File: config.mk
export PLATFORM = sky130hd
export DESIGN_NAME = multi_word_queue
export DESIGN_NICKNAME = d
export VERILOG_FILES = /design/src/logic/mq_pkg.sv /design/src/logic/circular_ptr.sv /design/src/logic/mq_occupancy.sv /design/src/logic/mq_storage.sv /design/src/logic/multi_word_queue.sv
export SDC_FILE = /design/constraint.sdc
export NUM_CORES = 1
export LEC_CHECK = 0
export BUFFER_PORTS_ARGS = -buffer_cell sky130_fd_sc_hd__buf_4
export CORE_ASPECT_RATIO = 1.25
export CORE_MARGIN = 3
export CORE_UTILIZATION = 55
export CTS_CLUSTER_DIAMETER = 150
export DETAILED_ROUTE_END_ITERATION = 16
export HOLD_SLACK_MARGIN = 0.12
export PLACE_DENSITY = 0.76
export SYNTH_ARGS = -nofsm -noshare
export SYNTH_HDL_FRONTEND = slang
export SYNTH_SLANG_ARGS = --single-unit
File: constraint.sdc
create_clock -name clk -period 4.45 [get_ports clk]
set_input_delay 0.89 -clock clk [delete_from_list [all_inputs] [get_ports clk]]
set_output_delay 0.89 -clock clk [all_outputs]
set_load 0.005 [all_outputs]
File: src/logic/mq_pkg.sv
package mq_pkg;

   // queue geometry
   // six slots on purpose, so the pointers take the general wrap path
   localparam int MQ_SLOTS = 6;
   // most words moved per cycle on either side
   localparam int MQ_MAX_ADD = 2;
   // data word width
   localparam int MQ_WORD_W = 16;

   // derived widths
   localparam int MQ_PTR_W = $clog2(MQ_SLOTS);
   // counts 0..MQ_MAX_ADD
   localparam int MQ_STEP_W = $clog2(MQ_MAX_ADD + 1);
   // levels 0..MQ_SLOTS, both ends inclusive
   localparam int MQ_LEVEL_W = $clog2(MQ_SLOTS + 1);

   // one data word
   typedef logic [MQ_WORD_W-1:0] mq_word_t;
   // slot index
   typedef logic [MQ_PTR_W-1:0] mq_ptr_t;
   // words moved in one cycle
   typedef logic [MQ_STEP_W-1:0] mq_step_t;
   // fill level
   typedef logic [MQ_LEVEL_W-1:0] mq_level_t;

   // write request, cnt of 0 means no write
   typedef struct packed {
      mq_step_t cnt;
      // enters the queue first
      mq_word_t word0;
      // enters second, only used when cnt is 2
      mq_word_t word1;
   } mq_enq_s;

   // head view of the queue
   typedef struct packed {
      // oldest word
      mq_word_t word0;
      // next oldest word
      mq_word_t word1;
   } mq_head_s;

endpackage

File: src/logic/circular_ptr.sv
`timescale 1ns/1ps

module circular_ptr
  #(parameter int slots_p = 4
   ,parameter int max_add_p = 1
   )
   (input  logic clk
   ,input  logic reset_i
   // step for this cycle, 0..max_add_p
   ,input  logic [$clog2(max_add_p + 1)-1:0] add_i
   // current pointer
   ,output logic [((slots_p > 1) ? $clog2(slots_p) : 1)-1:0] o
   // pointer after this cycle's step
   ,output logic [((slots_p > 1) ? $clog2(slots_p) : 1)-1:0] n_o
   );

   // registered pointer and its next value
   logic [$bits(o)-1:0] ptr_r;
   logic [$bits(o)-1:0] ptr_n;

   assign o = ptr_r;
   assign n_o = ptr_n;

   // pointer moves once per edge
   always_ff @(posedge clk)
   begin
      if (reset_i)
      begin
         ptr_r <= '0;
      end
      else
      begin
         ptr_r <= ptr_n;
      end
   end

   if (slots_p == 1)
   begin : g_single
      // only one slot, the step has nothing to select
      assign ptr_n = '0;
   end
   else if ((slots_p & (slots_p - 1)) == 0)
   begin : g_pow2
      if (max_add_p == 1)
      begin : g_add1
         // incrementer runs ahead of add_i, add_i only drives the mux
         logic [$bits(o)-1:0] ptr_p1;

         assign ptr_p1 = ptr_r + 1'b1;
         assign ptr_n = add_i[0] ? ptr_p1 : ptr_r;
      end
      else
      begin : g_addn
         // wrap falls out of the truncation
         assign ptr_n = $bits(o)'(ptr_r + add_i);
      end
   end
   else
   begin : g_general
      // one extra bit holds the sign of the wrapped sum
      logic [$bits(o):0]   ptr_wrap;
      logic [$bits(o)-1:0] ptr_nowrap;

      // both sums side by side, the sign picks one
      assign ptr_wrap = ($bits(o) + 1)'({1'b0, ptr_r} + add_i - slots_p);
      assign ptr_nowrap = $bits(o)'(ptr_r + add_i);

      // non-negative means the sum reached slots_p and wrapped
      assign ptr_n = ptr_wrap[$bits(o)] ? ptr_nowrap : ptr_wrap[$bits(o)-1:0];
   end

endmodule

File: src/logic/mq_occupancy.sv
`timescale 1ns/1ps

module mq_occupancy
   (input  logic clk
   ,input  logic reset_i
   // requested counts, 0 means idle
   ,input  mq_pkg::mq_step_t enq_cnt_i
   ,input  mq_pkg::mq_step_t deq_cnt_i
   // accepted counts, zero when the side is dropped
   ,output mq_pkg::mq_step_t wr_step_o
   ,output mq_pkg::mq_step_t rd_step_o
   ,output mq_pkg::mq_level_t level_o
   ,output logic empty_o
   ,output logic full_o
   ,output logic overflow_o
   ,output logic underflow_o
   );

   import mq_pkg::*;

   // fill level and flags, all updated on the same edge
   mq_level_t level_r;
   mq_level_t level_n;
   logic empty_r;
   logic full_r;
   logic overflow_r;
   logic underflow_r;

   // free slots at the start of the cycle
   mq_level_t free_w;
   // per side acceptance
   logic wr_ok;
   logic rd_ok;

   assign free_w = mq_level_t'(MQ_SLOTS) - level_r;

   // write checked against free space before any read this cycle
   // a read never frees room for a write on the same edge
   // counts above MQ_MAX_ADD cannot be carried and are dropped too
   assign wr_ok = (enq_cnt_i <= mq_step_t'(MQ_MAX_ADD))
                  && (mq_level_t'(enq_cnt_i) <= free_w);

   // read checked against the stored words
   assign rd_ok = (deq_cnt_i <= mq_step_t'(MQ_MAX_ADD))
                  && (mq_level_t'(deq_cnt_i) <= level_r);

   // a dropped side moves nothing
   assign wr_step_o = wr_ok ? enq_cnt_i : '0;
   assign rd_step_o = rd_ok ? deq_cnt_i : '0;

   // new level from both accepted steps
   // cannot leave 0..MQ_SLOTS since both sides were checked
   assign level_n = level_r + mq_level_t'(wr_step_o) - mq_level_t'(rd_step_o);

   always_ff @(posedge clk)
   begin
      if (reset_i)
      begin
         level_r <= '0;
         empty_r <= 1'b1;
         full_r <= 1'b0;
         overflow_r <= 1'b0;
         underflow_r <= 1'b0;
      end
      else
      begin
         level_r <= level_n;
         // flags come from level_n so they line up with level_r
         empty_r <= (level_n == '0);
         full_r <= (level_n == mq_level_t'(MQ_SLOTS));
         // error pulses last one cycle, set again only by a new drop
         overflow_r <= ~wr_ok;
         underflow_r <= ~rd_ok;
      end
   end

   assign level_o = level_r;
   assign empty_o = empty_r;
   assign full_o = full_r;
   assign overflow_o = overflow_r;
   assign underflow_o = underflow_r;

endmodule

File: src/logic/mq_storage.sv
`timescale 1ns/1ps

module mq_storage
   (input  logic clk
   // accepted write count from the occupancy block
   ,input  mq_pkg::mq_step_t wr_step_i
   // first free slot
   ,input  mq_pkg::mq_ptr_t wr_ptr_i
   // write data, cnt is ignored here, wr_step_i decides
   ,input  mq_pkg::mq_enq_s words_i
   // oldest slot
   ,input  mq_pkg::mq_ptr_t rd_ptr_i
   ,output mq_pkg::mq_head_s head_o
   );

   import mq_pkg::*;

   // slot after p, wrapping past the last slot
   function automatic mq_ptr_t next_slot(input mq_ptr_t p);
      mq_ptr_t q;
      if (p == mq_ptr_t'(MQ_SLOTS - 1))
      begin
         q = '0;
      end
      else
      begin
         q = p + 1'b1;
      end
      return q;
   endfunction

   // payload only, stale slots are never read past the level
   mq_word_t mem_r [MQ_SLOTS];

   // second slot on each side
   mq_ptr_t wr_ptr_p1;
   mq_ptr_t rd_ptr_p1;

   // write side only stores what was accepted
   logic wr_one;
   logic wr_two;

   assign wr_ptr_p1 = next_slot(wr_ptr_i);
   assign rd_ptr_p1 = next_slot(rd_ptr_i);

   assign wr_one = (wr_step_i != '0);
   assign wr_two = (wr_step_i == mq_step_t'(MQ_MAX_ADD));

   always_ff @(posedge clk)
   begin
      // word0 always lands at the write pointer
      if (wr_one)
      begin
         mem_r[wr_ptr_i] <= words_i.word0;
      end
      // word1 follows it, possibly in slot 0 after a wrap
      if (wr_two)
      begin
         mem_r[wr_ptr_p1] <= words_i.word1;
      end
   end

   // head straight from the array
   // a word written this edge shows up one cycle later
   always_comb
   begin
      head_o.word0 = mem_r[rd_ptr_i];
      head_o.word1 = mem_r[rd_ptr_p1];
   end

endmodule

File: src/logic/multi_word_queue.sv
`timescale 1ns/1ps

module multi_word_queue
   (input  logic clk
   ,input  logic reset_i
   // producer side, cnt of 0 is idle
   ,input  mq_pkg::mq_enq_s enq_i
   // consumer side, 0 is idle
   ,input  mq_pkg::mq_step_t deq_cnt_i
   // two oldest words, valid up to level_o
   ,output mq_pkg::mq_head_s head_o
   ,output mq_pkg::mq_level_t level_o
   ,output logic empty_o
   ,output logic full_o
   // one cycle after a dropped request
   ,output logic overflow_o
   ,output logic underflow_o
   );

   import mq_pkg::*;

   // accepted steps
   mq_step_t wr_step;
   mq_step_t rd_step;
   // current slot pointers
   mq_ptr_t wr_ptr_q;
   mq_ptr_t rd_ptr_q;

   // decides what gets through this cycle
   mq_occupancy mq_occupancy_inst
      (.clk(clk)
      ,.reset_i(reset_i)
      ,.enq_cnt_i(enq_i.cnt)
      ,.deq_cnt_i(deq_cnt_i)
      ,.wr_step_o(wr_step)
      ,.rd_step_o(rd_step)
      ,.level_o(level_o)
      ,.empty_o(empty_o)
      ,.full_o(full_o)
      ,.overflow_o(overflow_o)
      ,.underflow_o(underflow_o)
      );

   // tail, first free slot
   // next value not needed here, storage works from the current pointer
   circular_ptr #(.slots_p(MQ_SLOTS), .max_add_p(MQ_MAX_ADD)) wr_ptr
      (.clk(clk)
      ,.reset_i(reset_i)
      ,.add_i(wr_step)
      ,.o(wr_ptr_q)
      ,.n_o()
      );

   // head, oldest stored word
   circular_ptr #(.slots_p(MQ_SLOTS), .max_add_p(MQ_MAX_ADD)) rd_ptr
      (.clk(clk)
      ,.reset_i(reset_i)
      ,.add_i(rd_step)
      ,.o(rd_ptr_q)
      ,.n_o()
      );

   mq_storage mq_storage_inst
      (.clk(clk)
      ,.wr_step_i(wr_step)
      ,.wr_ptr_i(wr_ptr_q)
      ,.words_i(enq_i)
      ,.rd_ptr_i(rd_ptr_q)
      ,.head_o(head_o)
      );

endmodule

---- Yosys cells after proc, flatten, opt, wreduce, memory -nomap -nowiden ----
Memories as Yosys holds them, arrays and structs flattened. A register that Yosys moved wholly into a read port is not among the register bits.
Index checks and enable logic that the tools add are counted.
word-level totals
  register bits after elaboration ......... 13
  memory bits (writable) .................. 96
  input port bits ......................... 38
  output and inout port bits .............. 39
  logic and storage cells ................. 44
  memories kept ........................... 1
operators by class
  $add $sub $neg .......................... 11
  $lt $le $gt $ge ......................... 4
  eq/ne operators ......................... 4
  multiplexer cells ....................... 11
  bitwise operators ....................... 2
  reductions and logical operators ........ 4
memory list
  memory                 depth  bits a word  rd ports  clocked after memory_dff  write ports  RTL line          text
  mq_storage_inst.mem_r  6      16           2         1                         2            mq_storage.sv:33  mq_word_t mem_r [MQ_SLOTS];
operator list
  operator             count
  $mux 3               5
  $add 3x2->3          3
  $eq 3x3->1 const B   3
  $add 3x2->4          2
  $sub 4x3->4 const B  2
  $add 3x1->3 const B  2
  $le 2x3->1           2
  $le 2x2->1 const B   2
  $mux 1               4
  $mux 2               2
  $logic_not 3->1      1
  $sub 3x2->3          1
  $sub 3x3->3 const A  1
  $eq 2x2->1 const B   1
  $logic_and 1x1->1    2
  $not 1->1            2
  $reduce_bool 2->1    1

---- Depth between registers and ports, before layout ----
Gate-level depths: netlist (run 1).
  depth in word-level cells ............... 7
  depth in mapped cells ................... 14
  depth with buffers taken out ............ 13

---- Hierarchy ----
From an unflattened synthesis (run 1), not the netlist that was laid out.
second synthesis, totals
  cells, all modules ...................... 524
  area, all modules ....................... 6747.7 um^2
modules (own cells, without submodules)
  module        instances  cells each  area each (um^2)  seq. area each (um^2)
  mq_storage    1          431         5818.1            2882.8
  circular_ptr  2          24          234.0             60.1
  mq_occupancy  1          45          461.7             140.1

---- Least setup slack after synthesis (run 1) ----
Ideal clock, no wire load.
  path type ............................... in2reg
  start point ............................. input enq_i[33] in the netlist's numbering
  end point ............................... memory mq_storage_inst.mem_r[5][0] in the netlist's numbering, enable pin
  setup time .............................. 0.413 ns
  arrival time ............................ 3.007 ns
  data required time ...................... 4.037 ns
  slack ................................... 1.030 ns
  stages .................................. 6
  buffers on the path ..................... 1
  cells stage by stage .................... ha_1 nor2b_4 o211ai_2 clkbuf_8 nand2_1 nor3b_1
RTL lines
  element             RTL line               text
  start: declaration  multi_word_queue.sv:7  ,input mq_pkg::mq_enq_s enq_i
  end: declaration    mq_storage.sv:33

==> results.rst, run 1 <==
.. list-table::
   :header-rows: 1

   * - Metric
     - Value
   * - Final cell utilization of the core
     - 0.649
   * - Terminus of the critical flop-to-flop path
     - mq_occupancy_inst.empty_o
   * - Number of antenna violations at the first check in global routing
     - 0
   * - Final Critical Period
     - around 3700 ps
   * - Pin count of the biggest net entering global routing
     - 37
   * - Placement Rows
     - 44
   * - Die width
     - between 100 and 150 µm
   * - Main flop type after synthesis
     - sky130_fd_sc_hd__edfxtp_1
   * - Place WS
     - 762 ps
   * - Average wire per standard cell
     - ~22 µm
   * - Most repeated library cell on the critical path
     - sky130_fd_sc_hd__buf_4
   * - Total clock sinks
     - between 100 and 150
   * - EDFF count, synth
     - between 90 and 100
   * - Vias in the first global route
     - 4937
   * - Count of distinct cell types in the synthesized netlist
     - 47
   * - Delay contributed by the slowest stage of the critical path
     - between 600 and 700 ps
   * - Remaining Overflow, GRT
     - 0
   * - Hold buffer count at CTS
     - 0
   * - Tcrit/Tclk final
     - 0.827
   * - Total clock buffers created by CTS
     - 9
   * - Category of the worst setup path capture point
     - primary output
   * - Global-route wire length before repair
     - around 26000 µm
   * - Clock-pin slew of the registers on the worst-case setup and hold paths
     - 70 ps
   * - Result of the run
     - complete, no violations
   * - Sum of routed wire length over all layers
     - between 15000 and 20000 µm
   * - Top cell type by total area after synthesis
     - sky130_fd_sc_hd__edfxtp_1
   * - Total instance count after detailed placement
     - approximately 740
   * - Depth of the worst register-to-register path
     - 11
   * - Worst min-delay path category
     - reg -> reg
   * - Maximum level of the CTS H-tree
     - 3
   * - Effective utilization at floorplan
     - 0.571
   * - Average instance area after synthesis
     - approximately 13 µm²
   * - CP arrival
     - around 2800 ps
   * - Fraction of registers with async set or reset after synthesis
     - 0
   * - RSZ-0062 raised after global routing
     - no
   * - Iteration count of the initial detailed-routing pass
     - 5
   * - Critical path peak fanout
     - 13
   * - Drt via density
     - slightly above 6
   * - Area delta synth->final
     - 13.7%
   * - Post-route antenna net violation count
     - 0
   * - Critical path data required time
     - ~3600 ps
   * - Longest Clk Path Bufs
     - 2
   * - I/O pin total
     - 77
   * - N_diodes
     - 0
   * - Final RePlAce weighted congestion
     - 0.817
   * - Number of DRC violations after detailed-routing iteration 0
     - between 200 and 300
   * - Dominant cells by area after synthesis
     - sky130_fd_sc_hd__edfxtp_1 43%, sky130_fd_sc_hd__mux2_2 12%, sky130_fd_sc_hd__mux4_2 5.3%, sky130_fd_sc_hd__mux2_4 4.9%, sky130_fd_sc_hd__dfxtp_1 3.9%
   * - Vias after detailed routing
     - between 4000 and 5000
   * - Startpoint kind of the worst setup timing path
     - register
   * - GRT Total Usage
     - 0.251
   * - Full die area
     - roughly 14000 µm²
   * - Slew margin rel.
     - 0.511
   * - Cells resized by post-CTS repair
     - 0
   * - Cell at the root of the clock tree
     - sky130_fd_sc_hd__clkbuf_16
   * - Fraction of layout instances using a drive strength above 1
     - 0.392
   * - TritonCTS clock tree
     - done
   * - Total standard cell area after synthesis
     - slightly below 7000 µm²
   * - Buffers on Ports
     - 76
   * - Internal reg-to-reg setup slack
     - roughly 1200 ps
   * - Worst setup path start
     - rd_ptr.o[1]
   * - Clk_lat worst skew
     - between 300 and 400 ps
   * - # setup viols final
     - 0
   * - Max Slew Vio Count
     - 0
   * - Total chip power
     - ~3.9 mW
   * - Net count, final
     - 651
   * - Min setup slack post-route
     - a little under 800 ps
   * - Core Area
     - ~12000 µm²
   * - Fin. Hold Viols
     - 0
   * - Max Clock Freq
     - between 200 and 300 MHz
   * - Worst vdd rail ir drop
     - about 0.37 mV
   * - Net count after synthesis
     - between 500 and 600
   * - Non-filler instance count after layout
     - 760
   * - Share of synthesized area occupied by flip-flops and latches
     - 0.465
   * - Clk_skew
     - between 8 and 9 ps
   * - HPWL reported at the end of detailed placement
     - 10900 µm
   * - Startpoint of the worst-slack reg-to-reg timing path
     - mq_occupancy_inst.level_o[0]
   * - Lkg Pwr
     - 2.87 nW
   * - Total negative slack
     - 0 ps
   * - Power density cells
     - around 500 nW/µm²
   * - Capture point of the critical path
     - head_o[14]
   * - Register bit count reported by yosys
     - about 110
   * - Area fraction of the dominant cell type after synthesis
     - 0.427
   * - Crit-path slowest cell
     - sky130_fd_sc_hd__dfxtp_1
   * - Least-Margin Pin Slew
     - between 700 and 800 ps
   * - Post-CTS Setup Bufs
     - 0
   * - Yosys Warn Count
     - 0
   * - Instance count of the mapped netlist
     - around 530
   * - Max-cap violations
     - 0
   * - Count of unresolved DRC violations after routing
     - 0
   * - Setup Crit Path Kind
     - reg -> out
   * - Vert. Die Dim
     - 130 µm
   * - Critical path cell sequence
     - buf_4 -> nor2b_1 -> buf_4 -> a22oi_1 -> o21ai_0 -> a221o_1 -> buf_4
[flip-flops by register name (all words and copies together), names as in the netlist]
name                           cells
mq_storage_inst.mem_r             96
mq_occupancy_inst.level_o          3
rd_ptr.o                           3
wr_ptr.o                           3
mq_occupancy_inst.empty_o          1
mq_occupancy_inst.full_o           1
mq_occupancy_inst.overflow_o       1
mq_occupancy_inst.underflow_o      1
[critical path, delay by kind of cell, from the launching register on]
family / cells / cell delay, ps
flops: 1 / 650
simple gates: 1 / 500
buf+inv: 3 / 780
compound gates: 3 / 510
[how the worst min path moves through the flow]
stage,endpoint,depth (start not counted),slack (ps),startpoint
after global routing,mq_occupancy_inst.level_o[2],2,760,mq_occupancy_inst.level_o[2]
final,mq_occupancy_inst.level_o[2],2,710,mq_occupancy_inst.level_o[2]
after global placement,mq_occupancy_inst.level_o[2],2,630,mq_occupancy_inst.level_o[2]
after CTS,mq_occupancy_inst.level_o[2],2,710,mq_occupancy_inst.level_o[2]
after floorplan,rd_ptr.o[0],2,550,rd_ptr.o[0]
after detailed placement,mq_occupancy_inst.level_o[2],2,690,mq_occupancy_inst.level_o[2]
[layer usage]
metal,up-vias,global-route usage,part of all wire
met2,163,0.461,0.54
met1,2359,0.290,0.38
met4,0,0.107,0.029
met3,42,0.0465,0.054
li1,2132,-,-
met5,-,0,0
[cells by family after synthesis]
group / after synthesis / share of synthesized area
xor gates and xnor gates: 8 / 0.0104
and+or+nand+nor: 130 / 0.104
buffers and inverters: 56 / 0.0502
adders and majority gates: 19 / 0.0419
muxes: 128 / 0.249
AOI/OAI and AO/OA: 79 / 0.0793
DFF: 109 / 0.465
[metrics by stage]
step | area (µm²) | hold slack, ps
after floorplan | 6760 | 554
after global placement | 7400 | 632
after detailed placement | 7400 | 686
after CTS | 7680 | 708
after global routing | 7680 | 756
final | 7680 | 706
[cells in the mapped netlist, types with 3 or more instances]
| library cell | number |
|---|---|
| sky130_fd_sc_hd__a221o_1 | 16 |
| sky130_fd_sc_hd__fa_1 | 6 |
| sky130_fd_sc_hd__buf_2 | 10 |
| sky130_fd_sc_hd__buf_6 | 6 |
| sky130_fd_sc_hd__mux2_4 | 22 |
| sky130_fd_sc_hd__inv_1 | 15 |
| sky130_fd_sc_hd__mux2i_1 | 16 |
| sky130_fd_sc_hd__nor2_1 | 29 |
| sky130_fd_sc_hd__mux4_2 | 16 |
| sky130_fd_sc_hd__ha_1 | 13 |
| sky130_fd_sc_hd__nand3_1 | 17 |
| sky130_fd_sc_hd__buf_1 | 4 |
| sky130_fd_sc_hd__xnor2_1 | 3 |
| sky130_fd_sc_hd__clkbuf_1 | 11 |
| sky130_fd_sc_hd__edfxtp_1 | 96 |
| sky130_fd_sc_hd__nand2_1 | 41 |
| sky130_fd_sc_hd__xor2_1 | 5 |
| sky130_fd_sc_hd__a21oi_1 | 22 |
| sky130_fd_sc_hd__dfxtp_1 | 13 |
| sky130_fd_sc_hd__nor2b_1 | 7 |
| sky130_fd_sc_hd__nor3b_1 | 18 |
| sky130_fd_sc_hd__buf_4 | 5 |
| sky130_fd_sc_hd__mux2_2 | 74 |
| sky130_fd_sc_hd__a22oi_1 | 16 |
| sky130_fd_sc_hd__o21ai_0 | 20 |
[layout make-up]
cell class                      count  area (µm²)
Fill cell                         908        4150
Multi-Input combinational cell    364        3290
Sequential cell                   109        3150
Timing Repair Buffer               94         706
Clock buffer                       10         229
Tap cell                          161         201
Inverter                           16        60.1
Clock inverter                      6        53.8
[power breakdown]
part	internal (mW)	switching [mW]	leakage, nW	total [mW]
logic	0.809	0.822	1.75	1.63
clock network	0.430	0.350	0.135	0.780
registers	1.32	0.139	0.987	1.46
total	2.56	1.31	2.87	3.87
[cell usage in the layout (no fill, tap or decap), types with 2 or more instances in the layout]
cell and count:
sky130_fd_sc_hd__edfxtp_1 96, sky130_fd_sc_hd__buf_4 94, sky130_fd_sc_hd__mux2_2 74, sky130_fd_sc_hd__nand2_1 41, sky130_fd_sc_hd__nor2_1 29, sky130_fd_sc_hd__a21oi_1 22, sky130_fd_sc_hd__mux2_4 22, sky130_fd_sc_hd__o21ai_0 20
sky130_fd_sc_hd__nand3_1 17, sky130_fd_sc_hd__nor3b_1 17, sky130_fd_sc_hd__a22oi_1 16, sky130_fd_sc_hd__a221o_1 16, sky130_fd_sc_hd__mux2i_1 16, sky130_fd_sc_hd__mux4_2 16, sky130_fd_sc_hd__inv_1 15, sky130_fd_sc_hd__ha_1 13
sky130_fd_sc_hd__dfxtp_1 11, sky130_fd_sc_hd__clkbuf_16 9, sky130_fd_sc_hd__nor2b_1 7, sky130_fd_sc_hd__fa_1 6, sky130_fd_sc_hd__xor2_1 5, sky130_fd_sc_hd__nor3_2 3, sky130_fd_sc_hd__xnor2_1 3, sky130_fd_sc_hd__clkinv_1 3
sky130_fd_sc_hd__nand3_4 2, sky130_fd_sc_hd__and4_1 2, sky130_fd_sc_hd__nor3b_2 2, sky130_fd_sc_hd__nor4_1 2, sky130_fd_sc_hd__dfxtp_2 2
Note: power is estimated with default switching activity, not from simulation.
==> run 2, diff against run 1 <==
--- a/config.mk
+++ b/config.mk
@@ -8,11 +8,11 @@
 export BUFFER_PORTS_ARGS = -buffer_cell sky130_fd_sc_hd__buf_4
 export CORE_ASPECT_RATIO = 1.25
 export CORE_MARGIN = 3
-export CORE_UTILIZATION = 55
+export CORE_UTILIZATION = 54
 export CTS_CLUSTER_DIAMETER = 150
 export DETAILED_ROUTE_END_ITERATION = 16
 export HOLD_SLACK_MARGIN = 0.12
-export PLACE_DENSITY = 0.76
+export PLACE_DENSITY = 0.77
 export SYNTH_ARGS = -nofsm -noshare
 export SYNTH_HDL_FRONTEND = slang
 export SYNTH_SLANG_ARGS = --single-unit
==> constraint.sdc (replaced) <==
create_clock -name clk -period 3 [get_ports clk]
set_input_delay 0.6 -clock clk [delete_from_list [all_inputs] [get_ports clk]]
set_output_delay 0.6 -clock clk [all_outputs]
set_load 0.005 [all_outputs]
==> run 2 against run 1 <==
Effect of this change:
- total power is 53% higher
- hold slack got worse by 180 ps
- setup slack lost 690 ps
- critical path depth increased by 3
- wire length grew 0.85%
- clock skew is 0.85 ps lower
- register-to-register slack worse by 1100 ps
- core utilization down 0.17 points
- first-iteration DRC count increased by 43%
- die area grew 1.8%
- global-route usage is essentially flat
- sequential power up 46%
- critical endpoint is now mq_occupancy_inst.empty_o
==> results.rst, run 2 (synthesized netlist as in run 1, its figures left out) <==
.. list-table::
   :header-rows: 1

   * - Metric
     - Value
   * - Result of the run
     - complete, no violations (unchanged)
   * - Count of unresolved DRC violations after routing
     - 0 (unchanged)
   * - Sequential cell area
     - 3150 µm² (about the same)
   * - Worst setup path start
     - mq_occupancy_inst.level_o[0] (was rd_ptr.o[1])
   * - Setup Crit Path Kind
     - reg -> reg (was reg -> out)
   * - Post-route antenna net violation count
     - 0 (unchanged)
   * - Most common library cell in the layout ignoring fill and taps
     - sky130_fd_sc_hd__buf_4 (was sky130_fd_sc_hd__edfxtp_1)
   * - Net count, final
     - 672 (was 651)
   * - Register ranked first by flip-flop count
     - mq_storage_inst.mem_r (unchanged)
   * - Category of the worst setup path capture point
     - register (was primary output)
   * - Pin count of the biggest net entering global routing
     - 29 (was 37)
   * - Vias after detailed routing
     - 4731 (was 4696)
   * - Number of DRC violations after detailed-routing iteration 0
     - 358 (was 251)
   * - Vert. Die Dim
     - 131 µm (was 130 µm)
   * - Post-DP Area
     - 7580 µm² (was 7400 µm²)
   * - TritonCTS clock tree
     - done (unchanged)
   * - Fraction of layout instances using a drive strength above 1
     - 0.427 (was 0.392)
   * - Min setup slack post-route
     - 79.4 ps (was 769 ps)
   * - Final Critical Period
     - 2920 ps
   * - Max-cap violations
     - 0 (unchanged)
   * - Place WS
     - -327 ps (was 762 ps)
   * - Startpoint kind of the worst setup timing path
     - register (unchanged)
   * - Startpoint of the worst-slack reg-to-reg timing path
     - mq_occupancy_inst.level_o[0] (unchanged)
   * - Effective utilization at floorplan
     - 0.553 (was 0.571)
   * - HPWL reported at the end of detailed placement
     - 11100 µm (was 10900 µm)
   * - Drt via density
     - 6.03 (was 6.18)
   * - Max Slew Vio Count
     - 0 (unchanged)
   * - Critical path data required time
     - 3240 ps (was 3560 ps)
   * - Full die area
     - 13900 µm² (was 13700 µm²)
   * - Clk_lat worst skew
     - 350 ps (about the same)
   * - Lkg Pwr
     - 3.00 nW (was 2.87 nW)
   * - Clk_skew
     - 8.05 ps (was 8.89 ps)
   * - Fin. Hold Viols
     - 0 (unchanged)
   * - Total clock sinks
     - 109 (unchanged)
   * - Placement Rows
     - 45 (was 44)
   * - Internal reg-to-reg setup slack
     - 80 ps (was 1180 ps)
   * - Buffers on Ports
     - 76 (unchanged)
   * - Worst vdd rail ir drop
     - 0.519 mV (was 0.372 mV)
   * - Number of antenna violations at the first check in global routing
     - 0 (unchanged)
   * - Multi-input combinational cell area
     - 3330 µm² (was 3290 µm²)
   * - Depth of the worst register-to-register path
     - 10 (was 11)
   * - Capture point of the critical path
     - mq_occupancy_inst.empty_o (was head_o[14])
   * - Hold buffer count at CTS
     - 0 (unchanged)
   * - CP arrival
     - 3160 ps (was 2790 ps)
   * - Total instance count after detailed placement
     - 767 (was 744)
   * - I/O pin total
     - 77 (unchanged)
   * - Final instance area
     - 7910 µm² (was 7680 µm²)
   * - Final RePlAce weighted congestion
     - 0.822 (was 0.817)
   * - Max reg flops
     - 96 (unchanged)
   * - Critical path peak fanout
     - 3 (was 13)
   * - Cell at the root of the clock tree
     - sky130_fd_sc_hd__clkbuf_16 (unchanged)
   * - Maximum level of the CTS H-tree
     - 3 (unchanged)
   * - Power density cells
     - 749 nW/µm² (was 503 nW/µm²)
   * - Die width
     - 106 µm (was 105 µm)
   * - Remaining Overflow, GRT
     - 0 (unchanged)
   * - Tcrit/Tclk final
     - 0.974
   * - N_diodes
     - 0 (unchanged)
   * - Area delta synth->final
     - 17.1% (was 13.7%)
   * - Non-filler instance count after layout
     - 784 (was 760)
   * - Clock-pin slew of the registers on the worst-case setup and hold paths
     - 70 ps (about the same)
   * - Average wire per standard cell
     - 21.5 µm (was 22.0 µm)
   * - Max Clock Freq
     - ~340 MHz
   * - Hold Slack
     - 523 ps (was 706 ps)
   * - # setup viols final
     - 0 (unchanged)
   * - Top library cells by usage in the layout, fill and taps aside
     - 113 x sky130_fd_sc_hd__buf_4, 96 x sky130_fd_sc_hd__edfxtp_1, 74 x sky130_fd_sc_hd__mux2_2 (was 96 x sky130_fd_sc_hd__edfxtp_1, 94 x sky130_fd_sc_hd__buf_4, 74 x sky130_fd_sc_hd__mux2_2)
   * - Least-Margin Pin Slew
     - 617 ps (was 731 ps)
   * - GRT Total Usage
     - 0.252 (was 0.251)
   * - Slew margin rel.
     - 0.588 (was 0.511)
   * - Vias in the first global route
     - 5057 (was 4937)
   * - Fill cell instance count of the final layout
     - 924 (was 908)
   * - Iteration count of the initial detailed-routing pass
     - 6 (was 5)
   * - Total clock buffers created by CTS
     - 9 (unchanged)
   * - Global-route wire length before repair
     - 26500 µm (was 26300 µm)
   * - RSZ-0062 raised after global routing
     - yes (was no)
   * - Hold Path Stages
     - 3 (was 2)
   * - Core Area
     - 12200 µm² (was 11800 µm²)
   * - Worst min-delay path category
     - in -> reg (was reg -> reg)
   * - Terminus of the critical flop-to-flop path
     - mq_occupancy_inst.empty_o (unchanged)
   * - Sum of routed wire length over all layers
     - 16900 µm (was 16700 µm)
   * - Final cell utilization of the core
     - 0.648 (was 0.649)
   * - Longest Clk Path Bufs
     - 2 (unchanged)
## run 2: changes by cell type in the layout (fill, tap and decap cells not counted), sizes merged
cell / previous run / this run
buf: 94 / 115
clkbuf: 10 / 11
clkinv: 4 / 3
## run 2: repair_timing
action,in CTS,in global routing
buffers inserted,1,0
resized for setup,3,5
setup endpoints to repair,1,5
pin swaps,2,2
## run 2: worst min-delay path by stage
stage                                 startpoint                       endpoint  slack, ps
floorplan                            rd_ptr.o[0]                    rd_ptr.o[0]        550
global placement    mq_occupancy_inst.level_o[2]   mq_occupancy_inst.level_o[2]        630
detailed placement  mq_occupancy_inst.level_o[2]   mq_occupancy_inst.level_o[2]        650
CTS                                 deq_cnt_i[0]  mq_occupancy_inst.underflow_o        520
global route                        deq_cnt_i[0]  mq_occupancy_inst.underflow_o        530
finish                              deq_cnt_i[0]  mq_occupancy_inst.underflow_o        520
## run 2: area by class of cell
class / count / area share
Tap cell: 164 / 0.0259
Timing Repair Buffer: 115 / 0.112
Multi-Input combinational cell: 364 / 0.420
Sequential cell: 109 / 0.398
Inverter: 16 / 0.00759
Clock inverter: 5 / 0.00648
Clock buffer: 11 / 0.0294
## run 2: critical path, stage by stage (launching register included)
cell and delay (ps):
sky130_fd_sc_hd__dfxtp_2 320, sky130_fd_sc_hd__ha_1 300, sky130_fd_sc_hd__ha_1 300, sky130_fd_sc_hd__nor2b_4 140, sky130_fd_sc_hd__o211ai_4 190, sky130_fd_sc_hd__nand2_2 90, sky130_fd_sc_hd__fa_1 480, sky130_fd_sc_hd__fa_2 420
sky130_fd_sc_hd__xnor2_2 160, sky130_fd_sc_hd__xnor2_2 160, sky130_fd_sc_hd__a31o_2 250
## run 2: power breakdown
group | internal [mW] | leakage, nW | switching, mW | total, mW
sequential | 1.96 | 0.987 | 0.174 | 2.13
clock | 0.643 | 0.137 | 0.526 | 1.17
combinational | 1.31 | 1.87 | 1.31 | 2.63
total | 3.91 | 3.00 | 2.01 | 5.93
## run 2: routing by layer
layer	track usage	wire (µm)	vias up
met5	0	0	-
met4	0.111	463	0
met3	0.0426	1100	36
met2	0.463	9020	175
met1	0.290	6300	2349
li1	-	-	2171
## run 2: metrics by stage
step / total power [mW] / setup TNS [ps]
2_1_floorplan: 3.68 / -1320
3_3_place_gp: 4.60 / -474
3_5_place_dp: 4.71 / -811
4_1_cts: 5.91 / 0
5_1_grt: 6.27 / -32.4
6_report: 5.93 / 0
==> run 3, diff against run 2 <==
--- a/config.mk
+++ b/config.mk
@@ -5,6 +5,7 @@
 export SDC_FILE = /design/constraint.sdc
 export NUM_CORES = 1
 export LEC_CHECK = 0
+export ABC_AREA = 1
 export BUFFER_PORTS_ARGS = -buffer_cell sky130_fd_sc_hd__buf_4
 export CORE_ASPECT_RATIO = 1.25
 export CORE_MARGIN = 3
==> run 3 against run 2 <==
Effect of this change:
- flip-flop and latch count unchanged
- wire length up 17%
- cell count up 46%
- hold slack better by 1.0 ps
- critical endpoint is now mq_occupancy_inst.full_o
- highest routed layer unchanged
==> results.rst, run 3 <==
.. list-table::
   :header-rows: 1

   * - Metric
     - Value
   * - EDFF count, synth
     - 96 (unchanged)
   * - I/O pin total
     - 77 (unchanged)
   * - Number of antenna violations at the first check in global routing
     - 0 (unchanged)
   * - Crit-path slowest cell
     - sky130_fd_sc_hd__fa_1 (unchanged)
   * - Tcrit/Tclk final
     - 0.939 (was 0.974)
   * - Vias after detailed routing
     - 6716 (was 4731)
   * - Family with the most delay on the worst path
     - adder cells (unchanged)
   * - Vert. Die Dim
     - 136 µm (was 131 µm)
   * - Fraction of layout instances using a drive strength above 1
     - 0.154 (was 0.427)
   * - Delay contributed by the slowest stage of the critical path
     - 580 ps (was 480 ps)
   * - Hold Slack
     - 524 ps (was 523 ps)
   * - Average wire per standard cell
     - 17.2 µm (was 21.5 µm)
   * - Sum of routed wire length over all layers
     - 19700 µm (was 16900 µm)
   * - Fill cell instance count of the final layout
     - 1126 (was 924)
   * - Gate power share
     - 0.527 (was 0.443)
   * - Net count after synthesis
     - 979 (was 586)
   * - Internal reg-to-reg setup slack
     - 180 ps (was 80 ps)
   * - Fraction of registers with async set or reset after synthesis
     - 0 (unchanged)
   * - Result of the run
     - complete, no violations (unchanged)
   * - Category of the worst setup path capture point
     - register (unchanged)
   * - Maximum level of the CTS H-tree
     - 3 (unchanged)
   * - Final Critical Period
     - 2820 ps (was 2920 ps)
   * - NetSw
     - 3.12 mW (was 2.01 mW)
   * - Max reg flops
     - 96 (unchanged)
   * - Vias in the first global route
     - 5669 (was 5057)
   * - Cell at the root of the clock tree
     - sky130_fd_sc_hd__clkbuf_16 (unchanged)
   * - Count of unresolved DRC violations after routing
     - 0 (unchanged)
   * - Multi-input combinational cell area
     - 3520 µm² (was 3330 µm²)
   * - Register bit count reported by yosys
     - 109 (unchanged)
   * - Full die area
     - 14900 µm² (was 13900 µm²)
   * - Final RePlAce weighted congestion
     - 0.878 (was 0.822)
   * - Most repeated library cell on the critical path
     - sky130_fd_sc_hd__nor2_1
   * - Critical path peak fanout
     - 4 (was 3)
   * - Core Area
     - 12900 µm² (was 12200 µm²)
   * - Sequential group share of total power
     - 0.316 (was 0.360)
   * - Clk_lat worst skew
     - 340 ps (was 350 ps)
   * - Depth of the worst register-to-register path
     - 11 (was 10)
   * - Top cell type by total area after synthesis
     - sky130_fd_sc_hd__edfxtp_1 (unchanged)
   * - Drt via density
     - 5.86 (was 6.03)
   * - Total number of cells along the worst setup path
     - 11 (was 10)
   * - Lkg Pwr
     - 3.69 nW (was 3.00 nW)
   * - Top library cells by usage in the layout, fill and taps aside
     - 325 x sky130_fd_sc_hd__nand2_1, 106 x sky130_fd_sc_hd__buf_4, 96 x sky130_fd_sc_hd__nand4_1, 96 x sky130_fd_sc_hd__edfxtp_1, 70 x sky130_fd_sc_hd__o21ai_0 (was 113 x sky130_fd_sc_hd__buf_4, 96 x sky130_fd_sc_hd__edfxtp_1, 74 x sky130_fd_sc_hd__mux2_2)
   * - Main flop type after synthesis
     - sky130_fd_sc_hd__edfxtp_1 (unchanged)
   * - Effective utilization at floorplan
     - 0.563 (was 0.553)
   * - Share of power burned in the clock network
     - 0.157 (was 0.197)
   * - Remaining Overflow, GRT
     - 0 (unchanged)
   * - Max Clock Freq
     - 355 MHz (was 342 MHz)
   * - HPWL reported at the end of detailed placement
     - 14300 µm (was 11100 µm)
   * - Sequential cell area
     - 3150 µm² (about the same)
   * - Net Sw Frac
     - 0.418 (was 0.339)
   * - Library cell with the highest instance count after synthesis
     - sky130_fd_sc_hd__nand2_1 (was sky130_fd_sc_hd__edfxtp_1)
   * - Bufs and invs on worst path
     - 0 (unchanged)
   * - Max-cap violations
     - 0 (unchanged)
   * - Yosys Warn Count
     - 0 (unchanged)
   * - Critical path cell sequence
     - ha_1 -> ha_1 -> a21oi_1 -> nor2_1 -> nor2_4 -> nand2_2 -> fa_1 -> fa_2 -> nor2_1 -> nand2_1 -> nor2_1 (was ha_1 -> ha_1 -> nor2b_4 -> o211ai_4 -> nand2_2 -> fa_1 -> fa_2 -> xnor2_2 -> xnor2_2 -> a31o_2)
   * - Startpoint kind of the worst setup timing path
     - register (unchanged)
   * - Register ranked first by flip-flop count
     - mq_storage_inst.mem_r (unchanged)
   * - Internal power consumption
     - 4.35 mW (was 3.91 mW)
   * - Startpoint of the worst-slack reg-to-reg timing path
     - mq_occupancy_inst.level_o[1] (was mq_occupancy_inst.level_o[0])
   * - Iteration count of the initial detailed-routing pass
     - 6 (unchanged)
   * - Fin. Hold Viols
     - 0 (unchanged)
   * - Global-route wire length before repair
     - 31000 µm (was 26500 µm)
   * - Instance count of the mapped netlist
     - 922 (was 529)
   * - Least-Margin Pin Slew
     - 1120 ps (was 617 ps)
   * - Share of synthesized area occupied by flip-flops and latches
     - 0.433 (was 0.465)
   * - RSZ-0062 raised after global routing
     - no (was yes)
   * - Critical path data required time
     - 3280 ps (was 3240 ps)
   * - TritonCTS clock tree
     - done (unchanged)
   * - Die width
     - 110 µm (was 106 µm)
   * - Longest Clk Path Bufs
     - 2 (unchanged)
   * - Area delta synth->final
     - 15.1% (was 17.1%)
   * - Post-synth top cells
     - 326 x sky130_fd_sc_hd__nand2_1, 96 x sky130_fd_sc_hd__edfxtp_1, 96 x sky130_fd_sc_hd__nand4_1, 70 x sky130_fd_sc_hd__o21ai_0, 63 x sky130_fd_sc_hd__inv_1 (was 96 x sky130_fd_sc_hd__edfxtp_1, 74 x sky130_fd_sc_hd__mux2_2, 41 x sky130_fd_sc_hd__nand2_1, 29 x sky130_fd_sc_hd__nor2_1)
   * - Average instance area after synthesis
     - 7.87 µm² (was 12.8 µm²)
   * - Worst setup path start
     - mq_occupancy_inst.level_o[1] (was mq_occupancy_inst.level_o[0])
   * - Total clock buffers created by CTS
     - 9 (unchanged)
   * - Power density cells
     - 895 nW/µm² (was 749 nW/µm²)
   * - Placement Rows
     - 46 (was 45)
   * - Most common library cell in the layout ignoring fill and taps
     - sky130_fd_sc_hd__nand2_1 (was sky130_fd_sc_hd__buf_4)
   * - Clk_skew
     - 6.15 ps (was 8.05 ps)
   * - Hold buffer count at CTS
     - 0 (unchanged)
   * - Total standard cell area after synthesis
     - 7260 µm² (was 6760 µm²)
   * - Area fraction of the dominant cell type after synthesis
     - 0.397 (was 0.427)
   * - N_diodes
     - 0 (unchanged)
   * - Dominant cells by area after synthesis
     - sky130_fd_sc_hd__edfxtp_1 40%, sky130_fd_sc_hd__nand2_1 17%, sky130_fd_sc_hd__nand4_1 8.3%, sky130_fd_sc_hd__o211ai_1 5.6%, sky130_fd_sc_hd__o21ai_0 4.8% (was sky130_fd_sc_hd__edfxtp_1 43%, sky130_fd_sc_hd__mux2_2 12%, sky130_fd_sc_hd__mux4_2 5.3%, sky130_fd_sc_hd__mux2_4 4.9%, sky130_fd_sc_hd__dfxtp_1 3.9%)
   * - Count of distinct cell types in the synthesized netlist
     - 31 (was 47)
   * - Post-route antenna net violation count
     - 0 (unchanged)
   * - GRT Total Usage
     - 0.270 (was 0.252)
   * - Net count, final
     - 1031 (was 672)
   * - Min setup slack post-route
     - 183 ps (was 79.4 ps)
   * - Number of DRC violations after detailed-routing iteration 0
     - 930 (was 358)
   * - Post-DP Area
     - 8040 µm² (was 7580 µm²)
   * - Buffers on Ports
     - 76 (unchanged)
   * - Final instance area
     - 8350 µm² (was 7910 µm²)
   * - Worst vdd rail ir drop
     - 0.755 mV (was 0.519 mV)
   * - Max Slew Vio Count
     - 0 (unchanged)
   * - Clock-pin slew of the registers on the worst-case setup and hold paths
     - 70 ps (about the same)
   * - Pin count of the biggest net entering global routing
     - 109 (was 29)
   * - Setup Crit Path Kind
     - reg -> reg (unchanged)
   * - Slew margin rel.
     - 0.256 (was 0.588)
   * - Start point of the worst min-delay path
     - reset_i (was deq_cnt_i[0])
   * - Worst min-delay path category
     - in -> reg (unchanged)
   * - Total clock sinks
     - 109 (unchanged)
   * - Place WS
     - 13.1 ps (was -327 ps)
   * - CP arrival
     - 3100 ps (was 3160 ps)
   * - Total negative slack
     - 0 ps (unchanged)
   * - # setup viols final
     - 0 (unchanged)
   * - Hold Path Stages
     - 2 (was 3)
-- run 3: cell types whose count changed after synthesis, sizes merged, moves of 19 or more --
cell,change
nand2,+285
nand4,+102
mux2,-96
o211ai,+53
inv,+50
o21ai,+49
nor2,+25
nor3b,-19
-- run 3: per-stage QoR --
stage / util / std cells / total power [mW]
detailed placement: 0.624 / 1130 / 6.29
CTS: 0.647 / 1146 / 7.45
global placement: 0.624 / 1130 / 6.23
global route: 0.648 / 1147 / 8.02
finish: 0.648 / 1147 / 7.47
floorplan: - / 922 / 4.70
-- run 3: worst paths after layout --
kind / end
worst max-delay path: mq_occupancy_inst.full_o
worst min-delay path: wr_ptr.o[0]
worst max register to register: mq_occupancy_inst.full_o
worst min register to register: mq_occupancy_inst.level_o[0]
-- run 3: metal layers --
layer | wire length (µm) | vias up | global-route usage
li1 | - | 3288 | -
met4 | 168 | 0 | 0.0534
met5 | 0 | - | 0
met3 | 2290 | 17 | 0.0525
met1 | 8630 | 3018 | 0.426
met2 | 8590 | 393 | 0.386
-- run 3: cell families after synthesis --
group,count (synthesis),synth area share
AOI/OAI and AO/OA,160,0.129
and+or+nand+nor,490,0.310
buffers and inverters,140,0.0836
adders and majority gates,19,0.0390
xor gates and xnor gates,4,0.00483
DFF,109,0.433
-- run 3: worst reg2reg max path, stage by stage, from the launching register on --
cell	delay, ps
sky130_fd_sc_hd__dfxtp_2	340
sky130_fd_sc_hd__ha_1	270
sky130_fd_sc_hd__ha_1	310
sky130_fd_sc_hd__a21oi_1	150
sky130_fd_sc_hd__nor2_1	90
sky130_fd_sc_hd__nor2_4	150
sky130_fd_sc_hd__nand2_2	110
sky130_fd_sc_hd__fa_1	580
sky130_fd_sc_hd__fa_2	440
sky130_fd_sc_hd__nor2_1	150
sky130_fd_sc_hd__nand2_1	70
sky130_fd_sc_hd__nor2_1	100
-- run 3: power by group through the flow --
stage / Clock, mW / Combinational, mW / Sequential (mW)
5_1_grt: 1.24 / 4.39 / 2.39
4_1_cts: 1.18 / 3.93 / 2.35
2_1_floorplan: 0 / 2.47 / 2.24
3_5_place_dp: 0 / 3.91 / 2.38
6_report: 1.17 / 3.94 / 2.36
3_3_place_gp: 0 / 3.85 / 2.38
-- run 3: cell type report --
class | count | share of cell area
Multi-Input combinational cell | 673 | 0.421
Sequential cell | 109 | 0.377
Timing Repair Buffer | 112 | 0.110
Inverter | 69 | 0.0325
Clock buffer | 9 | 0.0270
Tap cell | 168 | 0.0252
Clock inverter | 7 | 0.00779
-- run 3: timing repair --
action | 4_1_cts | 5_1_grt
setup buffers | 0 | 1
setup endpoints to repair | 3 | 17
gates resized for setup | 1 | 2
